## config.mk

```make
export PLATFORM = sky130hd
export DESIGN_NAME = riscv_core
export DESIGN_NICKNAME = d
export VERILOG_FILES = /design/src/hw/riscv_pkg.sv /design/src/hw/riscv_core.sv /design/src/hw/rv_control.sv /design/src/hw/rv_decoder.sv /design/src/hw/rv_execute.sv /design/src/hw/rv_mem_stage.sv /design/src/hw/rv_regfile.sv
export SDC_FILE = /design/constraint.sdc
export NUM_CORES = 2
export LEC_CHECK = 0
export BUFFER_PORTS_ARGS = -buffer_cell sky130_fd_sc_hd__buf_2
export CORE_UTILIZATION = 55
export CTS_CLUSTER_SIZE = 14
export DETAILED_ROUTE_END_ITERATION = 7
export PLACE_DENSITY = 0.76
export RECOVER_POWER = 50
export SLEW_MARGIN = 25
export SYNTH_ARGS = -nofsm -noshare
export SYNTH_HDL_FRONTEND = slang
export SYNTH_HIERARCHICAL = 1
export SYNTH_SLANG_ARGS = --single-unit
```

## constraint.sdc

```tcl
create_clock -name clk -period 8.33 [get_ports clk]
set_input_delay 0 -clock clk [delete_from_list [all_inputs] [get_ports clk]]
set_output_delay 0 -clock clk [all_outputs]
set_load 0.005 [all_outputs]
```

## src/hw/riscv_pkg.sv

```systemverilog
package riscv_pkg;

  localparam int xlen = 32;
  localparam int nregs = 32;
  localparam logic [xlen-1:0] reset_pc = '0;

  typedef logic [xlen-1:0] word_t;
  typedef logic [$clog2(nregs)-1:0] reg_addr_t;
  typedef logic [xlen/8-1:0] strb_t;

  // major opcodes of the kept RV32I subset
  typedef enum logic [6:0] {
    op_lui    = 7'b0110111,
    op_auipc  = 7'b0010111,
    op_jal    = 7'b1101111,
    op_jalr   = 7'b1100111,
    op_branch = 7'b1100011,
    op_load   = 7'b0000011,
    op_store  = 7'b0100011,
    op_imm    = 7'b0010011,
    op_op     = 7'b0110011
  } opcode_e;

  // encoded as {alternate bit, funct3}
  typedef enum logic [3:0] {
    alu_add  = 4'b0000,
    alu_sll  = 4'b0001,
    alu_slt  = 4'b0010,
    alu_sltu = 4'b0011,
    alu_xor  = 4'b0100,
    alu_srl  = 4'b0101,
    alu_or   = 4'b0110,
    alu_and  = 4'b0111,
    alu_sub  = 4'b1000,
    alu_sra  = 4'b1101
  } alu_op_e;

  // branch funct3 values
  typedef enum logic [2:0] {
    br_eq  = 3'b000,
    br_ne  = 3'b001,
    br_lt  = 3'b100,
    br_ge  = 3'b101,
    br_ltu = 3'b110,
    br_geu = 3'b111
  } branch_e;

  typedef enum logic [1:0] {
    size_byte = 2'b00,
    size_half = 2'b01,
    size_word = 2'b10
  } mem_size_e;

  typedef enum logic [2:0] {
    cls_lui,
    cls_auipc,
    cls_jump,
    cls_branch,
    cls_load,
    cls_store,
    cls_alu
  } insn_class_e;

  typedef enum logic [2:0] {
    st_fetch,
    st_wait_fetch,
    st_execute,
    st_memory,
    st_writeback,
    st_check_pc,
    st_trap
  } cpu_state_e;

  typedef struct packed {
    insn_class_e cls;
    alu_op_e     alu_op;
    branch_e     branch;
    mem_size_e   size;
    logic        load_unsigned;
    logic        is_jalr;
    logic        use_imm;
    reg_addr_t   rd;
    reg_addr_t   rs1;
    reg_addr_t   rs2;
    word_t       imm;
  } decoded_t;

  typedef struct packed {
    word_t      wb_value;
    logic       writes_rd;
    word_t      next_pc;
    logic       check_pc;
    logic       data_req;
    logic       is_store;
    word_t      addr;
    logic [1:0] byte_offset;
    word_t      store_data;
    strb_t      strb;
    logic       misaligned;
  } exec_result_t;

  typedef struct packed {
    mem_size_e  size;
    logic       is_unsigned;
    logic [1:0] offset;
  } load_req_t;

endpackage

```

## src/hw/riscv_core.sv

```systemverilog
module riscv_core (
  input  logic             clk,
  input  logic             reset,
  output logic             mem_valid,
  output logic             mem_instr,
  input  logic             mem_ready,
  output riscv_pkg::word_t mem_addr,
  output riscv_pkg::word_t mem_wdata,
  output riscv_pkg::strb_t mem_wstrb,
  input  riscv_pkg::word_t mem_rdata,
  output logic             trap
);
  import riscv_pkg::*;

  decoded_t     dec;
  logic         legal;
  exec_result_t res;
  word_t        instr;
  word_t        pc;
  logic         fetch_start;
  word_t        fetch_addr;
  logic         data_start;
  load_req_t    load_sel;
  logic         reg_we;
  reg_addr_t    reg_waddr;
  word_t        reg_wdata;
  word_t        rs1_data;
  word_t        rs2_data;
  logic         mem_done;
  word_t        rdata;

  rv_control control_i (
    .clk, .reset, .dec, .legal, .res, .mem_done, .rdata,
    .instr, .pc, .fetch_start, .fetch_addr, .data_start, .load_sel,
    .reg_we, .reg_waddr, .reg_wdata, .trap
  );

  rv_decoder decoder_i (.instr, .dec, .legal);

  rv_regfile regfile_i (
    .clk, .reset, .rs1(dec.rs1), .rs2(dec.rs2),
    .we(reg_we), .rd(reg_waddr), .wdata(reg_wdata), .rs1_data, .rs2_data
  );

  rv_execute execute_i (.dec, .pc, .rs1_data, .rs2_data, .res);

  rv_mem_stage mem_stage_i (
    .clk, .reset, .fetch_start, .fetch_addr, .data_start, .req(res), .load_sel,
    .mem_ready, .mem_rdata, .mem_valid, .mem_instr, .mem_addr, .mem_wdata,
    .mem_wstrb, .mem_done, .rdata
  );

endmodule

```

## src/hw/rv_control.sv

```systemverilog
module rv_control (
  input  logic                    clk,
  input  logic                    reset,
  input  riscv_pkg::decoded_t     dec,
  input  logic                    legal,
  input  riscv_pkg::exec_result_t res,
  input  logic                    mem_done,
  input  riscv_pkg::word_t        rdata,
  output riscv_pkg::word_t        instr,
  output riscv_pkg::word_t        pc,
  output logic                    fetch_start,
  output riscv_pkg::word_t        fetch_addr,
  output logic                    data_start,
  output riscv_pkg::load_req_t    load_sel,
  output logic                    reg_we,
  output riscv_pkg::reg_addr_t    reg_waddr,
  output riscv_pkg::word_t        reg_wdata,
  output logic                    trap
);
  import riscv_pkg::*;

  cpu_state_e state;
  word_t      next_pc;
  word_t      wb_data;
  logic       exec_ok;

  assign exec_ok = legal && !res.misaligned;

  assign fetch_start = state == st_fetch;
  assign fetch_addr = next_pc;
  assign data_start = state == st_execute && exec_ok && res.data_req;
  assign load_sel = '{size: dec.size, is_unsigned: dec.load_unsigned, offset: res.byte_offset};

  // instr is held through writeback, so dec and res stay valid here
  assign reg_we = state == st_writeback && res.writes_rd;
  assign reg_waddr = dec.rd;
  assign reg_wdata = wb_data;
  assign trap = state == st_trap;

  always_ff @(posedge clk) begin
    if (reset) begin
      state <= st_fetch;
      pc <= reset_pc;
      next_pc <= reset_pc;
    end else begin
      case (state)
        st_fetch: begin
          state <= st_wait_fetch;
        end
        st_wait_fetch: begin
          if (mem_done) begin
            pc <= next_pc;
            state <= st_execute;
          end
        end
        st_execute: begin
          if (!exec_ok) begin
            state <= st_trap;
          end else begin
            next_pc <= res.next_pc;
            state <= res.data_req ? st_memory : st_writeback;
          end
        end
        st_memory: begin
          if (mem_done) begin
            state <= res.is_store ? st_fetch : st_writeback;
          end
        end
        st_writeback: begin
          state <= res.check_pc ? st_check_pc : st_fetch;
        end
        // jump and branch targets must be word aligned
        st_check_pc: begin
          state <= |next_pc[1:0] ? st_trap : st_fetch;
        end
        st_trap: begin
          state <= st_trap;
        end
        default: begin
          state <= st_trap;
        end
      endcase
    end
  end

  always_ff @(posedge clk) begin
    if (state == st_wait_fetch && mem_done) begin
      instr <= rdata;
    end
    if (state == st_execute) begin
      wb_data <= res.wb_value;
    end else if (state == st_memory && mem_done) begin
      wb_data <= rdata;
    end
  end

endmodule

```

## src/hw/rv_decoder.sv

```systemverilog
module rv_decoder (
  input  riscv_pkg::word_t    instr,
  output riscv_pkg::decoded_t dec,
  output logic                legal
);
  import riscv_pkg::*;

  opcode_e    opcode;
  logic [2:0] funct3;
  logic [6:0] funct7;
  word_t      imm_i;
  word_t      imm_s;
  word_t      imm_b;
  word_t      imm_u;
  word_t      imm_j;

  assign opcode = opcode_e'(instr[6:0]);
  assign funct3 = instr[14:12];
  assign funct7 = instr[31:25];

  assign imm_i = {{20{instr[31]}}, instr[31:20]};
  assign imm_s = {{20{instr[31]}}, instr[31:25], instr[11:7]};
  assign imm_b = {{20{instr[31]}}, instr[7], instr[30:25], instr[11:8], 1'b0};
  assign imm_u = {instr[31:12], 12'b0};
  assign imm_j = {{12{instr[31]}}, instr[19:12], instr[20], instr[30:21], 1'b0};

  always_comb begin
    dec = '0;
    dec.rd = instr[11:7];
    dec.rs1 = instr[19:15];
    dec.rs2 = instr[24:20];
    legal = 1'b0;
    case (opcode)
      op_lui: begin
        dec.cls = cls_lui;
        dec.imm = imm_u;
        legal = 1'b1;
      end
      op_auipc: begin
        dec.cls = cls_auipc;
        dec.imm = imm_u;
        legal = 1'b1;
      end
      op_jal: begin
        dec.cls = cls_jump;
        dec.imm = imm_j;
        legal = 1'b1;
      end
      op_jalr: begin
        dec.cls = cls_jump;
        dec.is_jalr = 1'b1;
        dec.imm = imm_i;
        legal = funct3 == 3'b000;
      end
      op_branch: begin
        dec.cls = cls_branch;
        dec.branch = branch_e'(funct3);
        dec.imm = imm_b;
        dec.rd = '0;
        legal = funct3[2:1] != 2'b01;
      end
      op_load: begin
        dec.cls = cls_load;
        dec.size = mem_size_e'(funct3[1:0]);
        dec.load_unsigned = funct3[2];
        dec.imm = imm_i;
        legal = funct3 inside {3'b000, 3'b001, 3'b010, 3'b100, 3'b101};
      end
      op_store: begin
        dec.cls = cls_store;
        dec.size = mem_size_e'(funct3[1:0]);
        dec.imm = imm_s;
        dec.rd = '0;
        legal = funct3 inside {3'b000, 3'b001, 3'b010};
      end
      op_imm: begin
        dec.cls = cls_alu;
        dec.use_imm = 1'b1;
        dec.imm = imm_i;
        // only the right shift has an alternate form here, addi keeps bit 30 as immediate
        dec.alu_op = alu_op_e'({funct3 == 3'b101 && funct7[5], funct3});
        if (funct3 == 3'b001) begin
          legal = funct7 == 7'b0000000;
        end else if (funct3 == 3'b101) begin
          legal = funct7 inside {7'b0000000, 7'b0100000};
        end else begin
          legal = 1'b1;
        end
      end
      op_op: begin
        dec.cls = cls_alu;
        dec.alu_op = alu_op_e'({funct7[5], funct3});
        legal = funct7 == 7'b0000000 ||
                (funct7 == 7'b0100000 && funct3 inside {3'b000, 3'b101});
      end
      default: begin
        legal = 1'b0;
      end
    endcase
  end

endmodule

```

## src/hw/rv_execute.sv

```systemverilog
module rv_execute (
  input  riscv_pkg::decoded_t     dec,
  input  riscv_pkg::word_t        pc,
  input  riscv_pkg::word_t        rs1_data,
  input  riscv_pkg::word_t        rs2_data,
  output riscv_pkg::exec_result_t res
);
  import riscv_pkg::*;

  word_t      op_b;
  logic [4:0] shamt;
  word_t      alu_value;
  word_t      link;
  word_t      pc_target;
  word_t      jump_target;
  word_t      ls_addr;
  logic       taken;
  logic       ls_misaligned;
  word_t      st_data;
  strb_t      st_strb;

  assign op_b = dec.use_imm ? dec.imm : rs2_data;
  // for shift immediates the low five bits of imm are the shamt field
  assign shamt = op_b[4:0];
  assign link = pc + 32'd4;
  assign pc_target = pc + dec.imm;
  assign jump_target = dec.is_jalr ? ((rs1_data + dec.imm) & ~32'd1) : pc_target;
  assign ls_addr = rs1_data + dec.imm;

  always_comb begin
    case (dec.alu_op)
      alu_add:  alu_value = rs1_data + op_b;
      alu_sub:  alu_value = rs1_data - op_b;
      alu_sll:  alu_value = rs1_data << shamt;
      alu_slt:  alu_value = {31'b0, $signed(rs1_data) < $signed(op_b)};
      alu_sltu: alu_value = {31'b0, rs1_data < op_b};
      alu_xor:  alu_value = rs1_data ^ op_b;
      alu_srl:  alu_value = rs1_data >> shamt;
      alu_sra:  alu_value = $signed(rs1_data) >>> shamt;
      alu_or:   alu_value = rs1_data | op_b;
      alu_and:  alu_value = rs1_data & op_b;
      default:  alu_value = '0;
    endcase

    case (dec.branch)
      br_eq:   taken = rs1_data == rs2_data;
      br_ne:   taken = rs1_data != rs2_data;
      br_lt:   taken = $signed(rs1_data) < $signed(rs2_data);
      br_ge:   taken = $signed(rs1_data) >= $signed(rs2_data);
      br_ltu:  taken = rs1_data < rs2_data;
      br_geu:  taken = rs1_data >= rs2_data;
      default: taken = 1'b0;
    endcase

    // sub-word stores replicate the value over all lanes
    case (dec.size)
      size_byte: begin
        st_data = {4{rs2_data[7:0]}};
        st_strb = strb_t'(4'b0001) << ls_addr[1:0];
        ls_misaligned = 1'b0;
      end
      size_half: begin
        st_data = {2{rs2_data[15:0]}};
        st_strb = ls_addr[1] ? 4'b1100 : 4'b0011;
        ls_misaligned = ls_addr[0];
      end
      default: begin
        st_data = rs2_data;
        st_strb = 4'b1111;
        ls_misaligned = |ls_addr[1:0];
      end
    endcase
  end

  always_comb begin
    res = '0;
    res.next_pc = link;
    res.addr = {ls_addr[31:2], 2'b00};
    res.byte_offset = ls_addr[1:0];
    res.store_data = st_data;
    res.strb = st_strb;
    case (dec.cls)
      cls_lui: begin
        res.wb_value = dec.imm;
        res.writes_rd = 1'b1;
      end
      cls_auipc: begin
        res.wb_value = pc_target;
        res.writes_rd = 1'b1;
      end
      cls_jump: begin
        res.wb_value = link;
        res.writes_rd = 1'b1;
        res.next_pc = jump_target;
        res.check_pc = 1'b1;
      end
      cls_branch: begin
        res.next_pc = taken ? pc_target : link;
        res.check_pc = 1'b1;
      end
      cls_load: begin
        res.writes_rd = 1'b1;
        res.data_req = 1'b1;
        res.misaligned = ls_misaligned;
      end
      cls_store: begin
        res.data_req = 1'b1;
        res.is_store = 1'b1;
        res.misaligned = ls_misaligned;
      end
      default: begin
        res.wb_value = alu_value;
        res.writes_rd = 1'b1;
      end
    endcase
  end

endmodule

```

## src/hw/rv_mem_stage.sv

```systemverilog
module rv_mem_stage (
  input  logic                    clk,
  input  logic                    reset,
  input  logic                    fetch_start,
  input  riscv_pkg::word_t        fetch_addr,
  input  logic                    data_start,
  input  riscv_pkg::exec_result_t req,
  input  riscv_pkg::load_req_t    load_sel,
  input  logic                    mem_ready,
  input  riscv_pkg::word_t        mem_rdata,
  output logic                    mem_valid,
  output logic                    mem_instr,
  output riscv_pkg::word_t        mem_addr,
  output riscv_pkg::word_t        mem_wdata,
  output riscv_pkg::strb_t        mem_wstrb,
  output logic                    mem_done,
  output riscv_pkg::word_t        rdata
);
  import riscv_pkg::*;

  load_req_t  lsel_q;
  logic       xfer;
  logic [7:0] lane_byte;
  logic [15:0] lane_half;
  word_t      read_value;

  assign xfer = mem_valid && mem_ready;

  always_ff @(posedge clk) begin
    if (reset) begin
      mem_valid <= 1'b0;
      mem_done <= 1'b0;
    end else begin
      mem_done <= xfer;
      if (fetch_start || data_start) begin
        mem_valid <= 1'b1;
      end else if (xfer) begin
        mem_valid <= 1'b0;
      end
    end
  end

  // request held here until the transfer edge
  always_ff @(posedge clk) begin
    if (fetch_start) begin
      mem_instr <= 1'b1;
      mem_addr <= fetch_addr;
      mem_wstrb <= '0;
    end else if (data_start) begin
      mem_instr <= 1'b0;
      mem_addr <= req.addr;
      mem_wdata <= req.store_data;
      mem_wstrb <= req.is_store ? req.strb : '0;
      lsel_q <= load_sel;
    end
    if (xfer) begin
      rdata <= read_value;
    end
  end

  assign lane_byte = mem_rdata[{lsel_q.offset, 3'b000} +: 8];
  assign lane_half = lsel_q.offset[1] ? mem_rdata[31:16] : mem_rdata[15:0];

  always_comb begin
    if (mem_instr) begin
      read_value = mem_rdata;
    end else begin
      case (lsel_q.size)
        size_byte: read_value = {{24{~lsel_q.is_unsigned & lane_byte[7]}}, lane_byte};
        size_half: read_value = {{16{~lsel_q.is_unsigned & lane_half[15]}}, lane_half};
        default:   read_value = mem_rdata;
      endcase
    end
  end

endmodule

```

## src/hw/rv_regfile.sv

```systemverilog
module rv_regfile (
  input  logic                 clk,
  input  logic                 reset,
  input  riscv_pkg::reg_addr_t rs1,
  input  riscv_pkg::reg_addr_t rs2,
  input  logic                 we,
  input  riscv_pkg::reg_addr_t rd,
  input  riscv_pkg::word_t     wdata,
  output riscv_pkg::word_t     rs1_data,
  output riscv_pkg::word_t     rs2_data
);
  import riscv_pkg::*;

  word_t regs [nregs];

  always_ff @(posedge clk) begin
    if (reset) begin
      for (int i = 0; i < nregs; i++) begin
        regs[i] <= '0;
      end
    end else if (we && rd != '0) begin
      regs[rd] <= wdata;
    end
  end

  // x0 always reads as zero
  assign rs1_data = (rs1 == '0) ? '0 : regs[rs1];
  assign rs2_data = (rs2 == '0) ? '0 : regs[rs2];

endmodule

```

==> results_dict.tcl <==
set metrics [dict create \
    die-area_mm2 0.147 \
    end_kind "flop" \
    skew_ps 55.5 \
    layout_common_cells "1189 x edfxtp_1, 594 x and2_1, 491 x mux4_2" \
    syn_area_per_cell_um2 11.9 \
    timing.final.crit_share_pct 93.8 \
    synth_seq_cells 1263 \
    yosysSeqAreaShare_pct 46.6 \
    finalSetupViolCount 0 \
    vdd_ir_drop_max_uv 198 \
    viasPerCell 7.30 \
    total_power_mw 16.3 \
    synth_cell_types 110 \
    via_count 64100 \
    io_pins 106 \
    tritoncts "yes" \
    drt_iter0_drc 10300 \
    die_h_um 383 \
    fin_setup_tns_ps 0 \
    maxCapViolCount 40 \
    initial_utilization_pct 55.5 \
    rsz0062_at_grt "no" \
    h-tree-depth 4 \
    critPathSlowestCell "clkbuf_1" \
    worst_slew_pin_slew_ps 4160 \
    finalCriticalPeriod_ps 7810 \
    drc 22 \
    syn_to_final_growth_pct 10.5 \
    crit_chain "nand4bb_1, nor2_1, or2_0, clkinv_1, nor2_1, clkbuf_1, o21ai_0, and3_1, nand4b_1, nor2_2, clkbuf_1, or2_2, buf_4" \
    whs_ps 62.8 \
    pre_cts_slack_ps 1320 \
    wl_per_cell_um 37.9 \
    die_w_um 383 \
    maxSlewHeadroom_pct -177 \
    hold_path.class "primary input to flop" \
    hold_violations 0 \
    path_buf_inv 4 \
    async_flop_share_pct 0 \
    core_area_mm2 0.144 \
    regToRegSetupSlack_ps 520 \
    syn-cell-area_mm2 0.0798 \
    synth_edf_count 1189 \
    setup_ws_ps 517 \
    track_usage_pct 44.8 \
    status "finished with violations" \
    clockBufferDepth 3 \
    placed_cell_area_mm2 0.0832 \
    post_cts_buffers 0 \
    layout_commonest_cell "edfxtp_1" \
    cpPeakStageDelay_ps 2320 \
    grt.overflow.total 0 \
    synth_top_area_share_pct 44.7 \
    crit_fanout 33 \
    synthTopCellsByArea "edfxtp_1 45%, mux4_2 14%, and2_1 8.0%" \
    stdcell_area_mm2 0.0882 \
    wl_mm 333 \
    synth_flop_cell "edfxtp_1" \
    root_buffer "clkbuf_16" \
    clock-sinks 1263 \
    arrival_ps 8290 \
    crit_required_ps 8810 \
    worstSetupStartpointType "flop" \
    clk_pin_slew_ps 60 \
    antenna_left 0 \
    gp_congestion 1.09 \
    first_pass_iters 8 \
    fillers 11000 \
    cts_hold_buf 46 \
    synth_top_cell_by_area "edfxtp_1" \
    dp_hpwl_mm 224 \
    clock_latency_ps 830 \
    grt_pass1_vias 61000 \
    p_leak_nw 32.7 \
    final-seq-area_mm2 0.0372 \
    rows 139 \
    powerDensity_mw_per_mm2 184 \
    cts_buffers 140 \
    drive_gt1_share_pct 18.5 \
    portBuffers 105 \
    slew_viol_final 1290 \
    multi_input_area_mm2 0.0396 \
    max_freq_ghz 0.128 \
    nets 6986 \
    crit_family "simple AND/OR/NAND/NOR gates" \
    post_cts_resized 0 \
    critPathKind "flop to flop" \
    yosysWarnings 6 \
    antenna_found_initial 21 \
    grt_pass1_wl_mm 460 \
    grt_max_degree 100 \
    syn_inst 6721 \
    violations "DRC, capacitance limit, slew limit" \
]
==> sequential cells by signal, summed over array words and instances (netlist names), 5 cells and up <==
| name | cells |
|---|---|
| control_i/fetch_addr | 32 |
| mem_stage_i/mem_wdata | 32 |
| control_i/pc | 32 |
| regfile_i/regs | 1024 |
| mem_stage_i/rdata | 32 |
| mem_stage_i/lsel_q | 5 |
| mem_stage_i/mem_addr | 32 |
| control_i/reg_wdata | 32 |
| control_i/instr | 32 |
==> area by class of cell <==
cell class | instances | share of cell area (%)
Antenna cell | 13 | 0.0369
Clock buffer | 165 | 4.17
Clock inverter | 85 | 1.13
Inverter | 160 | 0.681
Multi-Input combinational cell | 4712 | 44.9
Sequential cell | 1263 | 42.2
Tap cell | 1903 | 2.70
Timing Repair Buffer | 478 | 4.20
==> Yosys cell counts, types with 49 or more instances <==
library cell,number
xnor2_1,76
nand3_1,88
buf_4,73
o21ai_0,174
a21o_1,70
ha_1,192
mux2i_1,257
buf_2,92
mux4_2,491
a21oi_1,312
o21a_1,51
nor3_1,105
dfxtp_1,74
a22o_1,57
inv_1,153
nor2b_1,49
nor2_1,280
mux2_2,72
and2_1,1020
a211oi_1,56
o22ai_1,133
clkbuf_1,389
edfxtp_1,1189
nand2_1,466
==> per-stage QoR <==
stage	std cells	utilization (%)
finish	8779	61.3
CTS	8759	61.4
floorplan	6753	-
global placement	8445	57.6
detailed placement	8463	57.8
global route	8766	61.3
==> path summary, 6_finish.rpt <==
kind                            depth (start not counted)                      to                 start
worst max-delay path                                   13  regfile_i/regs[19][27]    control_i/instr[3]
worst min-delay path                                    5   mem_stage_i/mem_valid             mem_ready
worst max register to register                         13  regfile_i/regs[19][27]    control_i/instr[3]
worst min register to register                          0      control_i/instr[4]  mem_stage_i/rdata[4]
==> layer usage <==
metal	GRT usage, %	wire (um)	vias up
li1	-	-	25400
met1	54.3	110000	31400
met2	65.9	143000	5770
met3	13.2	44900	1467
met4	37.7	35500	12
met5	0	74	-
==> worst register-to-register path: stages, from the launching register on <==
cell       delay (ps)
edfxtp_1          520
nand4bb_1         550
nor2_1            230
or2_0             440
clkinv_1          340
nor2_1             70
clkbuf_1          210
o21ai_0           170
and3_1            340
nand4b_1          590
nor2_2            260
clkbuf_1         2320
or2_2             970
buf_4             450
==> power breakdown <==
group	internal, mW	switching [mW]	leakage, nW
Sequential	7.25	0.208	12.7
Combinational	0.797	1.59	17.8
Clock	3.66	2.76	2.26
==> kinds of logic (layout without fill, tap and decap cells) <==
| group | count (synthesis) | after routing | synth area share (%) |
|---|---|---|---|
| fa+ha+maj | 196 | 196 | 3.11 |
| flops | 1263 | 1263 | 46.6 |
| xor+xnor | 109 | 109 | 1.20 |
| mux | 829 | 829 | 18.4 |
| other cells | 2 | 47 | 0.00941 |
| simple gates | 2221 | 2221 | 15.0 |
| compound gates | 1323 | 1323 | 11.3 |
| buf+inv | 778 | 888 | 4.44 |
Note: power is estimated with default switching activity, not from simulation.
